**src/verilog/sd_dat_pkg.sv**
```systemverilog
package sd_dat_pkg;

    // bus geometry
    localparam int DAT_LANES = 8;
    localparam int WORD_W    = 32;
    localparam int BLKSIZE_W = 12;

    // crc16 on each dat line
    localparam int CRC_W = 16;
    localparam logic [CRC_W-1:0] CRC16_POLY = 16'h1021;

    // bus width codes, code 3 falls back to 1-bit
    localparam logic [1:0] BUS_W1 = 2'd0;
    localparam logic [1:0] BUS_W4 = 2'd1;
    localparam logic [1:0] BUS_W8 = 2'd2;

    // one fifo word, byte view for 8-bit mode and nibble view for 4-bit mode
    typedef union packed {
        logic [WORD_W/8-1:0][7:0] bytes;
        logic [WORD_W/4-1:0][3:0] nibbles;
    } sd_word_u;

endpackage

```
**src/verilog/sd_dat_lane_if.sv**
```systemverilog
`timescale 1ns/1ps

interface sd_dat_lane_if #(
    parameter int LANES = sd_dat_pkg::DAT_LANES
);

    logic [LANES-1:0] lane_bit;
    logic [LANES-1:0] lane_act;
    logic             crc_clr;
    logic             crc_run;
    logic             crc_shift;
    logic             phase_start;
    logic             phase_end;
    // one driver per bit, one crc lane each
    wire  [LANES-1:0] crc_bit;

    modport feeder (
        output lane_bit,
        output lane_act,
        output crc_clr,
        output crc_run,
        output crc_shift,
        output phase_start,
        output phase_end
    );

    modport lane (
        input  lane_bit,
        input  crc_clr,
        input  crc_run,
        input  crc_shift,
        output crc_bit
    );

    modport drain (
        input  lane_bit,
        input  lane_act,
        input  crc_run,
        input  crc_shift,
        input  phase_start,
        input  phase_end,
        input  crc_bit
    );

endinterface

```
**src/verilog/sd_dat_serializer.sv**
```systemverilog
`timescale 1ns/1ps

module sd_dat_serializer #(
    parameter int LANES = sd_dat_pkg::DAT_LANES
) (
    input  logic                            sd_clk,
    input  logic                            reset_i,
    input  logic                            start_i,
    input  logic [1:0]                      bus_width_i,
    input  logic [sd_dat_pkg::BLKSIZE_W-1:0] blksize_i,
    input  logic [sd_dat_pkg::WORD_W-1:0]   word_i,
    output logic                            word_rd_o,
    output logic                            busy_o,
    sd_dat_lane_if.feeder                   lanes
);

    localparam logic [2:0] ST_IDLE  = 3'd0;
    localparam logic [2:0] ST_LOAD  = 3'd1;
    localparam logic [2:0] ST_START = 3'd2;
    localparam logic [2:0] ST_DATA  = 3'd3;
    localparam logic [2:0] ST_CRC   = 3'd4;
    localparam logic [2:0] ST_STOP  = 3'd5;
    localparam logic [2:0] ST_TAIL  = 3'd6;

    localparam int CRC_CNT_W = $clog2(sd_dat_pkg::CRC_W);

    logic [2:0]                       state;
    logic [1:0]                       width_q;
    logic [1:0]                       width_sel;
    logic [2:0]                       bit_pos;
    logic [1:0]                       byte_pos;
    logic [sd_dat_pkg::BLKSIZE_W-1:0] byte_cnt;
    logic [CRC_CNT_W-1:0]             crc_cnt;
    logic [2:0]                       last_bit;
    logic                             byte_done;
    logic                             word_last;
    logic                             blk_last;

    sd_dat_pkg::sd_word_u             word_v;
    logic [7:0]                       cur_byte;
    logic [3:0]                       cur_nib;
    logic [7:0]                       bits_all;
    logic [7:0]                       act_all;

    // 8-bit mode needs all eight lanes
    always_comb begin
        width_sel = sd_dat_pkg::BUS_W1;
        if (bus_width_i == sd_dat_pkg::BUS_W4) begin
            width_sel = sd_dat_pkg::BUS_W4;
        end else if (bus_width_i == sd_dat_pkg::BUS_W8 && LANES >= 8) begin
            width_sel = sd_dat_pkg::BUS_W8;
        end
    end

    // cycles per byte minus one
    always_comb begin
        case (width_q)
            sd_dat_pkg::BUS_W4: last_bit = 3'd1;
            sd_dat_pkg::BUS_W8: last_bit = 3'd0;
            default:            last_bit = 3'd7;
        endcase
    end

    assign byte_done = (bit_pos == last_bit);
    assign word_last = byte_done && (byte_pos == 2'd3);
    assign blk_last  = (byte_cnt == {{(sd_dat_pkg::BLKSIZE_W-1){1'b0}}, 1'b1});

    always_ff @(posedge sd_clk) begin
        if (reset_i) begin
            state    <= ST_IDLE;
            width_q  <= sd_dat_pkg::BUS_W1;
            bit_pos  <= 3'd0;
            byte_pos <= 2'd0;
            byte_cnt <= '0;
            crc_cnt  <= '0;
        end else begin
            case (state)
                ST_IDLE: begin
                    if (start_i) begin
                        state    <= ST_LOAD;
                        width_q  <= width_sel;
                        byte_cnt <= blksize_i;
                    end
                end
                ST_LOAD: begin
                    state    <= ST_START;
                    bit_pos  <= 3'd0;
                    byte_pos <= 2'd0;
                    crc_cnt  <= '0;
                end
                ST_START: begin
                    state <= ST_DATA;
                end
                ST_DATA: begin
                    if (byte_done) begin
                        bit_pos  <= 3'd0;
                        byte_pos <= byte_pos + 2'd1;
                        byte_cnt <= byte_cnt - 1'b1;
                        if (blk_last) begin
                            state <= ST_CRC;
                        end
                    end else begin
                        bit_pos <= bit_pos + 3'd1;
                    end
                end
                ST_CRC: begin
                    crc_cnt <= crc_cnt + 1'b1;
                    if (crc_cnt == CRC_CNT_W'(sd_dat_pkg::CRC_W - 1)) begin
                        state <= ST_STOP;
                    end
                end
                ST_STOP: begin
                    state <= ST_TAIL;
                end
                // driver still shows the end bit here
                ST_TAIL: begin
                    state <= ST_IDLE;
                end
                default: begin
                    state <= ST_IDLE;
                end
            endcase
        end
    end

    // lsb byte first, high nibble before low nibble
    assign word_v   = word_i;
    assign cur_byte = word_v.bytes[byte_pos];
    assign cur_nib  = word_v.nibbles[{byte_pos, ~bit_pos[0]}];

    always_comb begin
        case (width_q)
            sd_dat_pkg::BUS_W4: begin
                bits_all = {4'h0, cur_nib};
                act_all  = 8'h0f;
            end
            sd_dat_pkg::BUS_W8: begin
                bits_all = cur_byte;
                act_all  = 8'hff;
            end
            default: begin
                bits_all = {7'h00, cur_byte[3'd7 - bit_pos]};
                act_all  = 8'h01;
            end
        endcase
    end

    assign lanes.lane_bit    = bits_all[LANES-1:0];
    assign lanes.lane_act    = act_all[LANES-1:0];
    assign lanes.crc_clr     = (state == ST_LOAD);
    assign lanes.crc_run     = (state == ST_DATA);
    assign lanes.crc_shift   = (state == ST_CRC);
    assign lanes.phase_start = (state == ST_START);
    assign lanes.phase_end   = (state == ST_STOP);

    // first word on entry, next one as the current word runs out
    assign word_rd_o = (state == ST_LOAD) || ((state == ST_DATA) && word_last && !blk_last);
    assign busy_o    = (state != ST_IDLE);

endmodule

```
**src/verilog/sd_crc16_lane.sv**
```systemverilog
`timescale 1ns/1ps

module sd_crc16_lane #(
    parameter int LANES = sd_dat_pkg::DAT_LANES,
    parameter int IDX   = 0
) (
    input  logic       sd_clk,
    input  logic       reset_i,
    sd_dat_lane_if.lane lanes
);

    // lane index kept inside the bus
    localparam int LANE = IDX % LANES;

    logic [sd_dat_pkg::CRC_W-1:0] crc_q;
    logic [sd_dat_pkg::CRC_W-1:0] crc_sh;
    logic                         fb;

    assign crc_sh = {crc_q[sd_dat_pkg::CRC_W-2:0], 1'b0};
    assign fb     = crc_q[sd_dat_pkg::CRC_W-1] ^ lanes.lane_bit[LANE];

    always_ff @(posedge sd_clk) begin
        if (reset_i || lanes.crc_clr) begin
            crc_q <= '0;
        end else if (lanes.crc_run) begin
            // x^16 + x^12 + x^5 + 1
            crc_q <= crc_sh ^ ({sd_dat_pkg::CRC_W{fb}} & sd_dat_pkg::CRC16_POLY);
        end else if (lanes.crc_shift) begin
            crc_q <= crc_sh;
        end
    end

    // msb goes out first
    assign lanes.crc_bit[LANE] = crc_q[sd_dat_pkg::CRC_W-1];

endmodule

```
**src/verilog/sd_dat_line_driver.sv**
```systemverilog
`timescale 1ns/1ps

module sd_dat_line_driver #(
    parameter int LANES = sd_dat_pkg::DAT_LANES
) (
    input  logic                             sd_clk,
    input  logic                             reset_i,
    sd_dat_lane_if.drain                     lanes,
    output logic [sd_dat_pkg::DAT_LANES-1:0] dat_o,
    output logic                             dat_oe_o
);

    logic [sd_dat_pkg::DAT_LANES-1:0] dat_next;
    logic                             oe_next;

    assign oe_next = lanes.phase_start | lanes.crc_run | lanes.crc_shift | lanes.phase_end;

    // end bit and unused lanes both sit at 1
    always_comb begin
        dat_next = '1;
        for (int i = 0; i < LANES; i++) begin
            if (lanes.lane_act[i]) begin
                if (lanes.phase_start) begin
                    dat_next[i] = 1'b0;
                end else if (lanes.crc_run) begin
                    dat_next[i] = lanes.lane_bit[i];
                end else if (lanes.crc_shift) begin
                    dat_next[i] = lanes.crc_bit[i];
                end
            end
        end
    end

    // one cycle behind the serializer
    always_ff @(posedge sd_clk) begin
        if (reset_i) begin
            dat_o    <= '1;
            dat_oe_o <= 1'b0;
        end else begin
            dat_o    <= dat_next;
            dat_oe_o <= oe_next;
        end
    end

endmodule

```
**src/verilog/sd_dat_tx_top.sv**
```systemverilog
`timescale 1ns/1ps

module sd_dat_tx_top #(
    parameter int LANES = sd_dat_pkg::DAT_LANES
) (
    input  logic                             sd_clk,
    input  logic                             reset_i,
    input  logic                             start_i,
    input  logic [1:0]                       bus_width_i,
    input  logic [sd_dat_pkg::BLKSIZE_W-1:0] blksize_i,
    input  logic [sd_dat_pkg::WORD_W-1:0]    word_i,
    output logic                             word_rd_o,
    output logic [sd_dat_pkg::DAT_LANES-1:0] dat_o,
    output logic                             dat_oe_o,
    output logic                             busy_o
);

    sd_dat_lane_if #(
        .LANES(LANES)
    ) lanes_if ();

    sd_dat_serializer #(
        .LANES(LANES)
    ) serializer0 (
        .sd_clk      (sd_clk),
        .reset_i     (reset_i),
        .start_i     (start_i),
        .bus_width_i (bus_width_i),
        .blksize_i   (blksize_i),
        .word_i      (word_i),
        .word_rd_o   (word_rd_o),
        .busy_o      (busy_o),
        .lanes       (lanes_if.feeder)
    );

    // one crc per dat line
    generate
        for (genvar g = 0; g < LANES; g++) begin : g_lane
            sd_crc16_lane #(
                .LANES(LANES),
                .IDX  (g)
            ) lane0 (
                .sd_clk  (sd_clk),
                .reset_i (reset_i),
                .lanes   (lanes_if.lane)
            );
        end
    endgenerate

    sd_dat_line_driver #(
        .LANES(LANES)
    ) driver0 (
        .sd_clk   (sd_clk),
        .reset_i  (reset_i),
        .lanes    (lanes_if.drain),
        .dat_o    (dat_o),
        .dat_oe_o (dat_oe_o)
    );

endmodule

```
**config.mk**
```make
export PLATFORM = sky130hd
export DESIGN_NAME = sd_dat_tx_top
export DESIGN_NICKNAME = d
export VERILOG_FILES = /design/src/verilog/sd_dat_pkg.sv /design/src/verilog/sd_dat_lane_if.sv /design/src/verilog/sd_dat_serializer.sv /design/src/verilog/sd_crc16_lane.sv /design/src/verilog/sd_dat_line_driver.sv /design/src/verilog/sd_dat_tx_top.sv
export SDC_FILE = /design/constraint.sdc
export NUM_CORES = 1
export LEC_CHECK = 0
export ABC_CLOCK_PERIOD_IN_PS = 4750
export BUFFER_PORTS_ARGS = -buffer_cell sky130_fd_sc_hd__buf_2
export CAP_MARGIN = 30
export CORE_ASPECT_RATIO = 0.9
export CORE_UTILIZATION = 55
export CTS_BUF_LIST = sky130_fd_sc_hd__clkbuf_16
export DETAILED_ROUTE_END_ITERATION = 10
export PLACE_DENSITY = 0.78
export RECOVER_POWER = 50
export SLEW_MARGIN = 20
export SYNTH_ARGS = -nofsm -noshare
export SYNTH_HDL_FRONTEND = slang
export SYNTH_SLANG_ARGS = --single-unit
```
**constraint.sdc**
```tcl
create_clock -name sd_clk -period 4.75 [get_ports sd_clk]
set_input_delay 0 -clock sd_clk [delete_from_list [all_inputs] [get_ports sd_clk]]
set_output_delay 0 -clock sd_clk [all_outputs]
set_load 0.05 [all_outputs]
```
==> results.sh, run 1 <==
export IMPL_maxCapViolations=0
export IMPL_grt_pass1_vias=5656
export IMPL_initial_core_util_pct=57.18
export IMPL_drc_errors=0
export IMPL_max_stage_delay_ps=1120
export IMPL_preCtsSetupSlack_ps=1748
export IMPL_path_cells="nand2b_1 > or2_0 > o21ai_4 > clkbuf_4 > nand2_1 > mux2_2 > a21oi_1"
export IMPL_drt_first_pass_iters=5
export IMPL_synthesis_nets=988
export IMPL_r2r_cells=7
export IMPL_root_buffer="clkbuf_16"
export IMPL_grt_use_total_pct=24.45
export IMPL_h_tree_depth=4
export IMPL_grt_max_degree=121
export IMPL_syn_area_um2=7366
export IMPL_cts_made_buffers=17
export IMPL_dpl_hpwl_um=9777
export IMPL_synthArstFlopShare_pct=0
export IMPL_avgViaCountPerCell=5.632
export IMPL_worstSetupStartpointType="flip-flop"
export IMPL_wl_per_cell_um=14.28
export IMPL_wl_um=16230
export IMPL_clkTransAtPathRegs_ps=60
export IMPL_slew_viol_final=0
export IMPL_arrival_ps=4090
export IMPL_status="finished, final reports clean"
export IMPL_max_vdd_ir_drop_v=0.0002658
export IMPL_fin_crit_sh_pct=79.83
export IMPL_boundaryPins=60
export IMPL_worst_slew_pin_slew_ps=1404
export IMPL_drive_gt1_share_pct=11.20
export IMPL_fin_skew_ps=10.29
export IMPL_critical_path_class="flip-flop to flip-flop"
export IMPL_die_x_um=124.0
export IMPL_slowest_stage="or2_0"
export IMPL_hold_depth=2
export IMPL_cp_end_kind="flip-flop"
export IMPL_diodes=0
export IMPL_fmax_mhz=263.7
export IMPL_cts_buffer_depth=2
export IMPL_drt_iter0_markers=613
export IMPL_synth_cell_types=60
export IMPL_crit_buf_inv=1
export IMPL_whs_endpoint="driver0.dat_oe_o"
export IMPL_hp_class="input port to flip-flop"
export IMPL_reg2reg_slack_ps=960
export IMPL_cts_setup_buffers=0
export IMPL_hp_start="reset_i"
export IMPL_clkLatencyLatePin_ps=430
export IMPL_nFillCells=1137
export IMPL_syn2layout_area_growth_pct=14.06
export IMPL_tns_ps=0
export IMPL_antenna_found_initial=0
export IMPL_crit_required_ps=5050
export IMPL_crit_fanout=120
export IMPL_grt_pass1_wl_um=26880
export IMPL_rsz0062_at_grt="false"
export IMPL_ant_nets=0
export IMPL_avgSynthCellArea_um2=7.920
export IMPL_setup_ws_ps=957.9
export IMPL_yosysSeqAreaShare_pct=44.30
export IMPL_overflow=0
export IMPL_period_needed_ps=3792
export IMPL_cts_tree="yes"
export IMPL_die_h_um=111.8
export IMPL_io_buffers=59
export IMPL_slew_headroom_pct=6.374
export IMPL_finalHoldViolCount=0
export IMPL_timing_rr_end="g_lane[6].lane0.crc_q[12]"
export IMPL_cellLeakagePower_nw=2.875
export IMPL_clock_sinks=163
export IMPL_finalSetupViolCount=0
export IMPL_cellPowerDensity_nw_per_um2=428.3
export IMPL_vias=6404
export IMPL_ys_warn_count=0
export IMPL_die_area_um2=13860
export IMPL_synth_edff_count=0
export IMPL_core_region_area_um2=12880
export IMPL_synthFlopType="dfxtp_1"
export IMPL_nNetsFinal=1019
export IMPL_routabilityCongestion=0.8761
export IMPL_synthCells=930
export IMPL_crit_reg2reg_launch="serializer0.state[2]"
export IMPL_synth_seq_cells=163
export IMPL_cp_top_family="simple AND/OR/NAND/NOR gates"
export IMPL_rows=39
[worst max path at each step]
stage,cells past startpoint,start,slack (ps),to
after CTS,6,serializer0.state[2],1640,g_lane[3].lane0.crc_q[5]
final,7,serializer0.state[2],960,g_lane[6].lane0.crc_q[12]
after detailed placement,6,serializer0.state[2],1750,g_lane[3].lane0.crc_q[5]
after global routing,7,serializer0.state[2],660,g_lane[6].lane0.crc_q[5]
after global placement,6,serializer0.byte_pos[1],1890,driver0.dat_o[0]
after floorplan,10,serializer0.width_q[0],2580,serializer0.byte_cnt[10]
[worst register-to-register path, stage by stage, from the launching register on]
cell      delay, ps
dfxtp_1         690
nand2b_1        550
or2_0          1120
o21ai_4          70
clkbuf_4        710
nand2_1         290
mux2_2          170
a21oi_1          60
[cells in the mapped netlist, types with 2 or more instances]
library cell	n	share of area, %
a211o_1	3	0.36
a211oi_1	8	0.82
a21boi_0	2	0.20
a21oi_1	154	10
a221oi_1	3	0.36
a22oi_1	9	0.92
a2bb2oi_1	8	0.95
a31oi_1	4	0.34
a41oi_1	2	0.24
and2_1	3	0.25
and3_1	4	0.34
and3b_1	2	0.24
buf_1	6	0.31
buf_2	18	1.2
buf_4	3	0.31
buf_6	2	0.31
clkbuf_1	40	2.0
dfxtp_1	163	44
ha_1	9	1.5
inv_1	13	0.66
mux2_2	14	2.1
mux2i_1	15	2.0
mux4_1	6	2.1
mux4_2	3	0.92
nand2_1	273	14
nand2b_1	11	0.93
nand3_1	18	1.2
nand3b_1	2	0.20
nand4_1	4	0.34
nand4b_1	2	0.24
nor2_1	42	2.1
nor2b_1	4	0.34
nor3_1	7	0.48
nor4_1	2	0.17
o21a_1	2	0.20
o21ai_0	32	2.2
o2bb2ai_1	3	0.36
or2_2	3	0.25
or3_1	7	0.59
xnor2_1	4	0.48
[cells by family (layout without fill, tap and decap cells)]
kind of cell,count (synthesis),count (layout),synth area share (%)
compound gates,241,241,18.77
xor+xnor,5,5,0.5945
fa+ha+maj,9,9,1.529
buf+inv,82,125,4.841
flops,163,163,44.30
mux,39,39,7.542
simple gates,391,391,22.42
[state kept, by name, indices dropped and copies added (netlist names)]
name                  cells
g_lane.lane0.crc_q      128
serializer0.state         3
serializer0.byte_cnt     12
serializer0.bit_pos       3
driver0.dat_oe_o          1
driver0.dat_o             8
serializer0.byte_pos      2
serializer0.crc_cnt       4
serializer0.width_q       2
[cell type report]
type	count	area [µm²]	area share (%)
multi-input cells	685	3760	44.75
flip-flops and latches	163	3263	38.84
repair buffers	81	489.2	5.823
clock buffers	17	425.4	5.063
clock inverters	14	210.2	2.502
well taps	164	205.2	2.442
inverters	13	48.80	0.5808
[report_power, final]
part           internal, W  switching, W
logic             0.000189      0.000468
clock network     0.000928      0.000557
registers          0.00140     0.0000529
total              0.00252       0.00108
[layout by cell type, fill, tap and decap left out, types with 3 or more instances in the layout]
cell | Yosys | routed
dfxtp_1 | 163 | 163
dlygate4sd3_1 | 0 | 15
mux4_1 | 6 | 6
and3_1 | 4 | 4
buf_4 | 3 | 3
nand4_1 | 4 | 4
nor2_1 | 42 | 42
inv_1 | 13 | 13
a22oi_1 | 9 | 9
clkbuf_1 | 40 | 13
or3_1 | 7 | 7
a211oi_1 | 8 | 8
nand2b_1 | 11 | 11
mux2i_1 | 15 | 16
a2bb2oi_1 | 8 | 8
o21ai_0 | 32 | 31
buf_2 | 18 | 48
bufinv_16 | 0 | 5
nor3_1 | 7 | 7
mux2_2 | 14 | 14
clkinv_2 | 0 | 3
and2_1 | 3 | 3
nand3_1 | 18 | 18
a221oi_1 | 3 | 3
nand2_1 | 273 | 273
nor2b_1 | 4 | 4
xnor2_1 | 4 | 4
clkbuf_16 | 0 | 17
mux4_2 | 3 | 3
or2_2 | 3 | 3
o2bb2ai_1 | 3 | 3
ha_1 | 9 | 9
a21oi_1 | 154 | 154
a31oi_1 | 4 | 4
a211o_1 | 3 | 3
[repair_timing]
| item | CTS | global route |
|---|---|---|
| gates resized for setup | 0 | 0 |
| endpoints found under the hold margin | 14 | 0 |
| hold buffers | 15 | 0 |
[layer usage]
| layer | global-route usage (%) | vias to the layer above | part of all wire, % |
|---|---|---|---|
| li1 | - | 3237 | - |
| met1 | 34.57 | 2971 | 47 |
| met2 | 36.00 | 171 | 47 |
| met3 | 5.789 | 25 | 5.0 |
| met4 | 9.206 | 0 | 1.5 |
| met5 | 0 | - | 0 |
[stage by stage]
stage | total power, W | hold slack [ps] | std cells | cell area [µm²] | util [%]
2_1_floorplan | 0.001983 | 103.6 | 930 | 7366 | -
3_3_place_gp | 0.002124 | 262.2 | 1090 | 7659 | 59.45
3_5_place_dp | 0.002128 | 269.6 | 1091 | 7674 | 59.57
4_1_cts | 0.003614 | 45.38 | 1137 | 8459 | 65.67
5_1_grt | 0.003754 | 74.57 | 1137 | 8402 | 65.22
6_report | 0.003598 | 51.42 | 1137 | 8402 | 65.22
(Power assumes the default switching activity.)
==> inputs of run 2 (changes only) <==
Settings changed: ABC_CLOCK_PERIOD_IN_PS 4750 to 3300, CORE_UTILIZATION 55 to 54, PLACE_DENSITY 0.78 to 0.8.
Clock period 4.75 ns to 3.3 ns, I/O delays scaled along.
==> results.sh, run 2 (synthesized netlist as in run 1, its figures left out) <==
export IMPL_max_vdd_ir_drop_v=0.0004164
export IMPL_root_buffer="clkbuf_16"
export IMPL_grt_pass1_wl_um=27170
export IMPL_slowest_stage="clkbuf_1"
export IMPL_vias=6520
export IMPL_dpl_hpwl_um=10440
export IMPL_ctsResizeCount=0
export IMPL_grt_max_degree=82
export IMPL_arrival_ps=3190
export IMPL_sequentialPowerShare_pct=41.2
export IMPL_fin_skew_ps=10.23
export IMPL_drc_errors=0
export IMPL_clock_sinks=163
export IMPL_layout_common_cells="nand2_1 (273), dfxtp_1 (163), a21oi_1 (154)"
export IMPL_nFillCells=1123
export IMPL_seq_area_um2=3263
export IMPL_fin_cells=1155
export IMPL_slew_viol_final=0
export IMPL_crit_required_ps=3600
export IMPL_path_cells="clkbuf_1 > mux2_2 > mux4_2 > nand3_1 > and4_1 > a211oi_1 > or3_1"
export IMPL_h_tree_depth=4
export IMPL_cellPowerDensity_nw_per_um2=594.6
export IMPL_sw_frac_of_total_pct=30.41
export IMPL_cts_buffer_depth=2
export IMPL_worstSetupStartpoint="serializer0.byte_pos[1]"
export IMPL_crit_fanout=16
export IMPL_p_int_w=0.003507
export IMPL_diodes=0
export IMPL_holdWs_ps=61.51
export IMPL_mostFrequentLayoutCell="nand2_1"
export IMPL_maxCapViolations=0
export IMPL_cp_end_kind="flip-flop"
export IMPL_max_stage_delay_ps=640
export IMPL_boundaryPins=60
export IMPL_rsz0062_at_grt="false"
export IMPL_crit_buf_inv=1
export IMPL_drt_iter0_markers=540
export IMPL_hp_start="reset_i"
export IMPL_nNetsFinal=1032
export IMPL_finalHoldViolCount=0
export IMPL_clkPwrFrac_pct=38.4
export IMPL_rows=40
export IMPL_drive_gt1_share_pct=11.75
export IMPL_die_h_um=112.8
export IMPL_overflow=0
export IMPL_routabilityCongestion=0.9303
export IMPL_cts_made_buffers=17
export IMPL_crit_cells=7
export IMPL_dp_cells=1108
export IMPL_ant_nets=0
export IMPL_io_buffers=59
export IMPL_cts_tree="yes"
export IMPL_worst_slew_pin_slew_ps=1045
export IMPL_tns_ps=0
export IMPL_period_needed_ps=2884
export IMPL_largestRegisters="g_lane.lane0.crc_q: 128 flops, serializer0.byte_cnt: 12 flops, driver0.dat_o: 8 flops"
export IMPL_grt_use_total_pct=23.61
export IMPL_top_register="g_lane.lane0.crc_q"
export IMPL_clkTransAtPathRegs_ps=60
export IMPL_crit_reg2reg_launch="serializer0.byte_pos[1]"
export IMPL_wl_per_cell_um=14.10
export IMPL_hp_class="input port to flip-flop"
export IMPL_finalSetupViolCount=0
export IMPL_final_core_util_pct=63.67
export IMPL_clkLatencyLatePin_ps=420
export IMPL_cellLeakagePower_nw=2.928
export IMPL_power_net_switching_w=0.001533
export IMPL_power_frac_comb_pct=20.4
export IMPL_fin_crit_sh_pct=87.38
export IMPL_hold_depth=2
export IMPL_fmax_mhz=346.8
export IMPL_wl_um=16290
export IMPL_cts_setup_buffers=0
export IMPL_worstSetupStartpointType="flip-flop"
export IMPL_core_region_area_um2=13310
export IMPL_die_x_um=125.1
export IMPL_avgViaCountPerCell=5.645
export IMPL_status="finished, final reports clean"
export IMPL_initial_core_util_pct=55.33
export IMPL_drt_first_pass_iters=8
export IMPL_die_area_um2=14110
export IMPL_syn2layout_area_growth_pct=15.07
export IMPL_critical_path_class="flip-flop to flip-flop"
export IMPL_largest_register_ffs=128
export IMPL_grt_pass1_vias=5922
export IMPL_slew_headroom_pct=30.06
export IMPL_cp_top_family="multiplexers"
export IMPL_antenna_found_initial=0
export IMPL_r2r_cells=7
export IMPL_multi_input_area_um2=3755
## run 2: per-layer routing
metal	track usage (%)	up-vias	share of wire, %
met5	0	-	0
met4	8.374	0	0.98
met3	5.721	21	5.5
met2	37.88	182	46
met1	31.16	3060	47
li1	-	3257	-
## run 2: per-stage QoR
| stage | instance area (µm²) | total power [W] | setup slack (ps) |
|---|---|---|---|
| floorplan | 7366 | 0.002854 | 1125 |
| global placement | 7794 | 0.003125 | 788.5 |
| detailed placement | 7794 | 0.003127 | 720.3 |
| CTS | 8521 | 0.005067 | 713.0 |
| global route | 8476 | 0.005257 | 257.9 |
| finish | 8476 | 0.005040 | 416.4 |
## run 2: final timing paths
kind | to | slack [ps]
max | driver0.dat_o[0] | 420
min | driver0.dat_oe_o | 60
max reg2reg | driver0.dat_o[0] | 420
min reg2reg | g_lane[3].lane0.crc_q[13] | 450
## run 2: cell type report
type	count	share of cell area [%]
Timing Repair Buffer	94	7.337
Multi-Input combinational cell	685	44.30
Tap cell	168	2.480
Sequential cell	163	38.50
Clock inverter	15	1.786
Clock buffer	17	5.019
Inverter	13	0.5757
## run 2: what timing repair did
action                                  4_1_cts  5_1_grt
hold buffers                                 15        0
hold endpoints to repair                     14        0
endpoints found under the setup margin        0        0
## run 2: power by group through the flow
stage / Combinational (W) / Clock [W] / Sequential, W
finish: 0.00103 / 0.00193 / 0.00208
global route: 0.00113 / 0.00204 / 0.00208
CTS: 0.00103 / 0.00196 / 0.00207
detailed placement: 0.00101 / 0 / 0.00212
global placement: 0.00101 / 0 / 0.00212
floorplan: 0.000733 / 0 / 0.00212
==> inputs of run 3 (changes only) <==
Settings changed: CELL_PAD_IN_SITES_DETAIL_PLACEMENT from default to 1, CELL_PAD_IN_SITES_GLOBAL_PLACEMENT from default to 1, CORE_UTILIZATION 54 to 40, PLACE_DENSITY 0.8 to 0.79.
==> results.sh, run 3 (synthesized netlist as in run 1, its figures left out) <==
export IMPL_h_tree_depth=4
export IMPL_vias=6541
export IMPL_grt_pass1_wl_um=31710
export IMPL_largestRegisters="g_lane.lane0.crc_q: 128 flops, serializer0.byte_cnt: 12 flops, driver0.dat_o: 8 flops"
export IMPL_clkLatencyLatePin_ps=430
export IMPL_max_vdd_ir_drop_v=0.0003846
export IMPL_cp_end_kind="flip-flop"
export IMPL_cellPowerDensity_nw_per_um2=594.8
export IMPL_max_stage_delay_ps=780
export IMPL_cts_buffer_depth=2
export IMPL_drive_gt1_share_pct=12.68
export IMPL_avgViaCountPerCell=5.335
export IMPL_arrival_ps=3130
export IMPL_maxCapViolations=0
export IMPL_critical_path_class="flip-flop to flip-flop"
export IMPL_drt_iter0_markers=372
export IMPL_multi_input_area_um2=3774
export IMPL_path_cells="clkbuf_1 > and2b_1 > a221oi_1 > nand3_1 > and4_1 > a2111oi_2 > a211oi_1"
export IMPL_crit_fanout=16
export IMPL_rows=46
export IMPL_worst_slew_pin_slew_ps=795.2
export IMPL_boundaryPins=60
export IMPL_ant_nets=0
export IMPL_grt_pass1_vias=6452
export IMPL_mostFrequentLayoutCell="nand2_1"
export IMPL_drc_errors=0
export IMPL_cellLeakagePower_nw=2.933
export IMPL_fmax_mhz=353.7
export IMPL_diodes=0
export IMPL_period_needed_ps=2827
export IMPL_hp_class="input port to flip-flop"
export IMPL_seq_area_um2=3263
export IMPL_initial_core_util_pct=41.28
export IMPL_final_core_util_pct=48.12
export IMPL_grt_max_degree=78
export IMPL_finalSetupViolCount=0
export IMPL_syn2layout_area_growth_pct=16.56
export IMPL_die_area_um2=18960
export IMPL_slowest_stage="dfxtp_1"
export IMPL_nNetsFinal=1032
export IMPL_largest_register_ffs=128
export IMPL_crit_required_ps=3600
export IMPL_io_buffers=59
export IMPL_fin_crit_sh_pct=85.66
export IMPL_nFillCells=2208
export IMPL_antenna_found_initial=0
export IMPL_worstSetupStartpointType="flip-flop"
export IMPL_die_x_um=145.0
export IMPL_cts_tree="yes"
export IMPL_routabilityCongestion=0.7947
export IMPL_clkTransAtPathRegs_ps=70
export IMPL_place_area_um2=7884
export IMPL_grt_use_total_pct=20.72
export IMPL_top_register="g_lane.lane0.crc_q"
export IMPL_total_power_w=0.005106
export IMPL_rsz0062_at_grt="false"
export IMPL_root_buffer="clkbuf_16"
export IMPL_core_region_area_um2=17840
export IMPL_slew_headroom_pct=46.79
export IMPL_wl_um=18830
export IMPL_drt_first_pass_iters=4
export IMPL_dpl_hpwl_um=12040
export IMPL_layout_common_cells="nand2_1 (273), dfxtp_1 (163), a21oi_1 (154)"
export IMPL_finalHoldViolCount=0
export IMPL_tns_ps=0
export IMPL_holdWs_ps=69.31
export IMPL_wl_per_cell_um=15.36
export IMPL_stdcell_area_um2=8586
export IMPL_fin_skew_ps=7.441
export IMPL_overflow=0
export IMPL_slew_viol_final=0
export IMPL_cts_made_buffers=17
export IMPL_clock_sinks=163
export IMPL_status="finished, final reports clean"
export IMPL_die_h_um=130.7
==> run 3: final cells by class <==
type | instances | area share [%]
tap | 240 | 3.498
inverter | 13 | 0.5683
timing repair buffer | 94 | 7.228
sequential | 163 | 38.01
clock inverter | 14 | 1.792
multi-input combinational | 685 | 43.95
clock buffer | 17 | 4.955
==> run 3: worst max-delay path, delay by kind of cell, from the launching register on <==
family,cells,cell delay (ps)
flip-flops,1,780
AND/OR/NAND/NOR,3,710
AO/OA/AOI/OAI,3,850
buffers and inverters,1,370
==> run 3: metrics by stage <==
stage,cells,setup slack [ps]
after floorplan,930,1125
after global placement,1180,775.5
after detailed placement,1180,606.9
after CTS,1226,599.6
after global routing,1226,234.4
final,1226,473.1
==> run 3: power by group <==
| part | internal, W | total (W) | switching [W] |
|---|---|---|---|
| clock network | 0.00112 | 0.00197 | 0.000852 |
| registers | 0.00202 | 0.00208 | 0.0000592 |
| logic | 0.000319 | 0.00106 | 0.000736 |
==> run 3: timing repair <==
action | 4_1_cts | 5_1_grt
setup endpoints to repair | 0 | 0
buffers inserted | 0 | 0
gates resized for setup | 0 | 0
hold endpoints to repair | 14 | 0
hold buffers | 15 | 0
==> run 3: worst paths after layout <==
check	from	endpoint	slack, ps	cells after the start
worst max-delay path	serializer0.byte_pos[0]	g_lane[0].lane0.crc_q[12]	470	7
worst min-delay path	reset_i	driver0.dat_oe_o	70	2
worst max register to register	serializer0.byte_pos[0]	g_lane[0].lane0.crc_q[12]	470	7
worst min register to register	g_lane[4].lane0.crc_q[14]	g_lane[4].lane0.crc_q[15]	450	2
==> run 3: layer usage <==
metal,vias to the layer above,part of all wire [%],GRT usage [%]
met4,0,1.3,7.009
met2,99,46,34.42
met1,3156,49,27.03
met3,24,3.4,4.306
met5,-,0,0
li1,3262,-,-
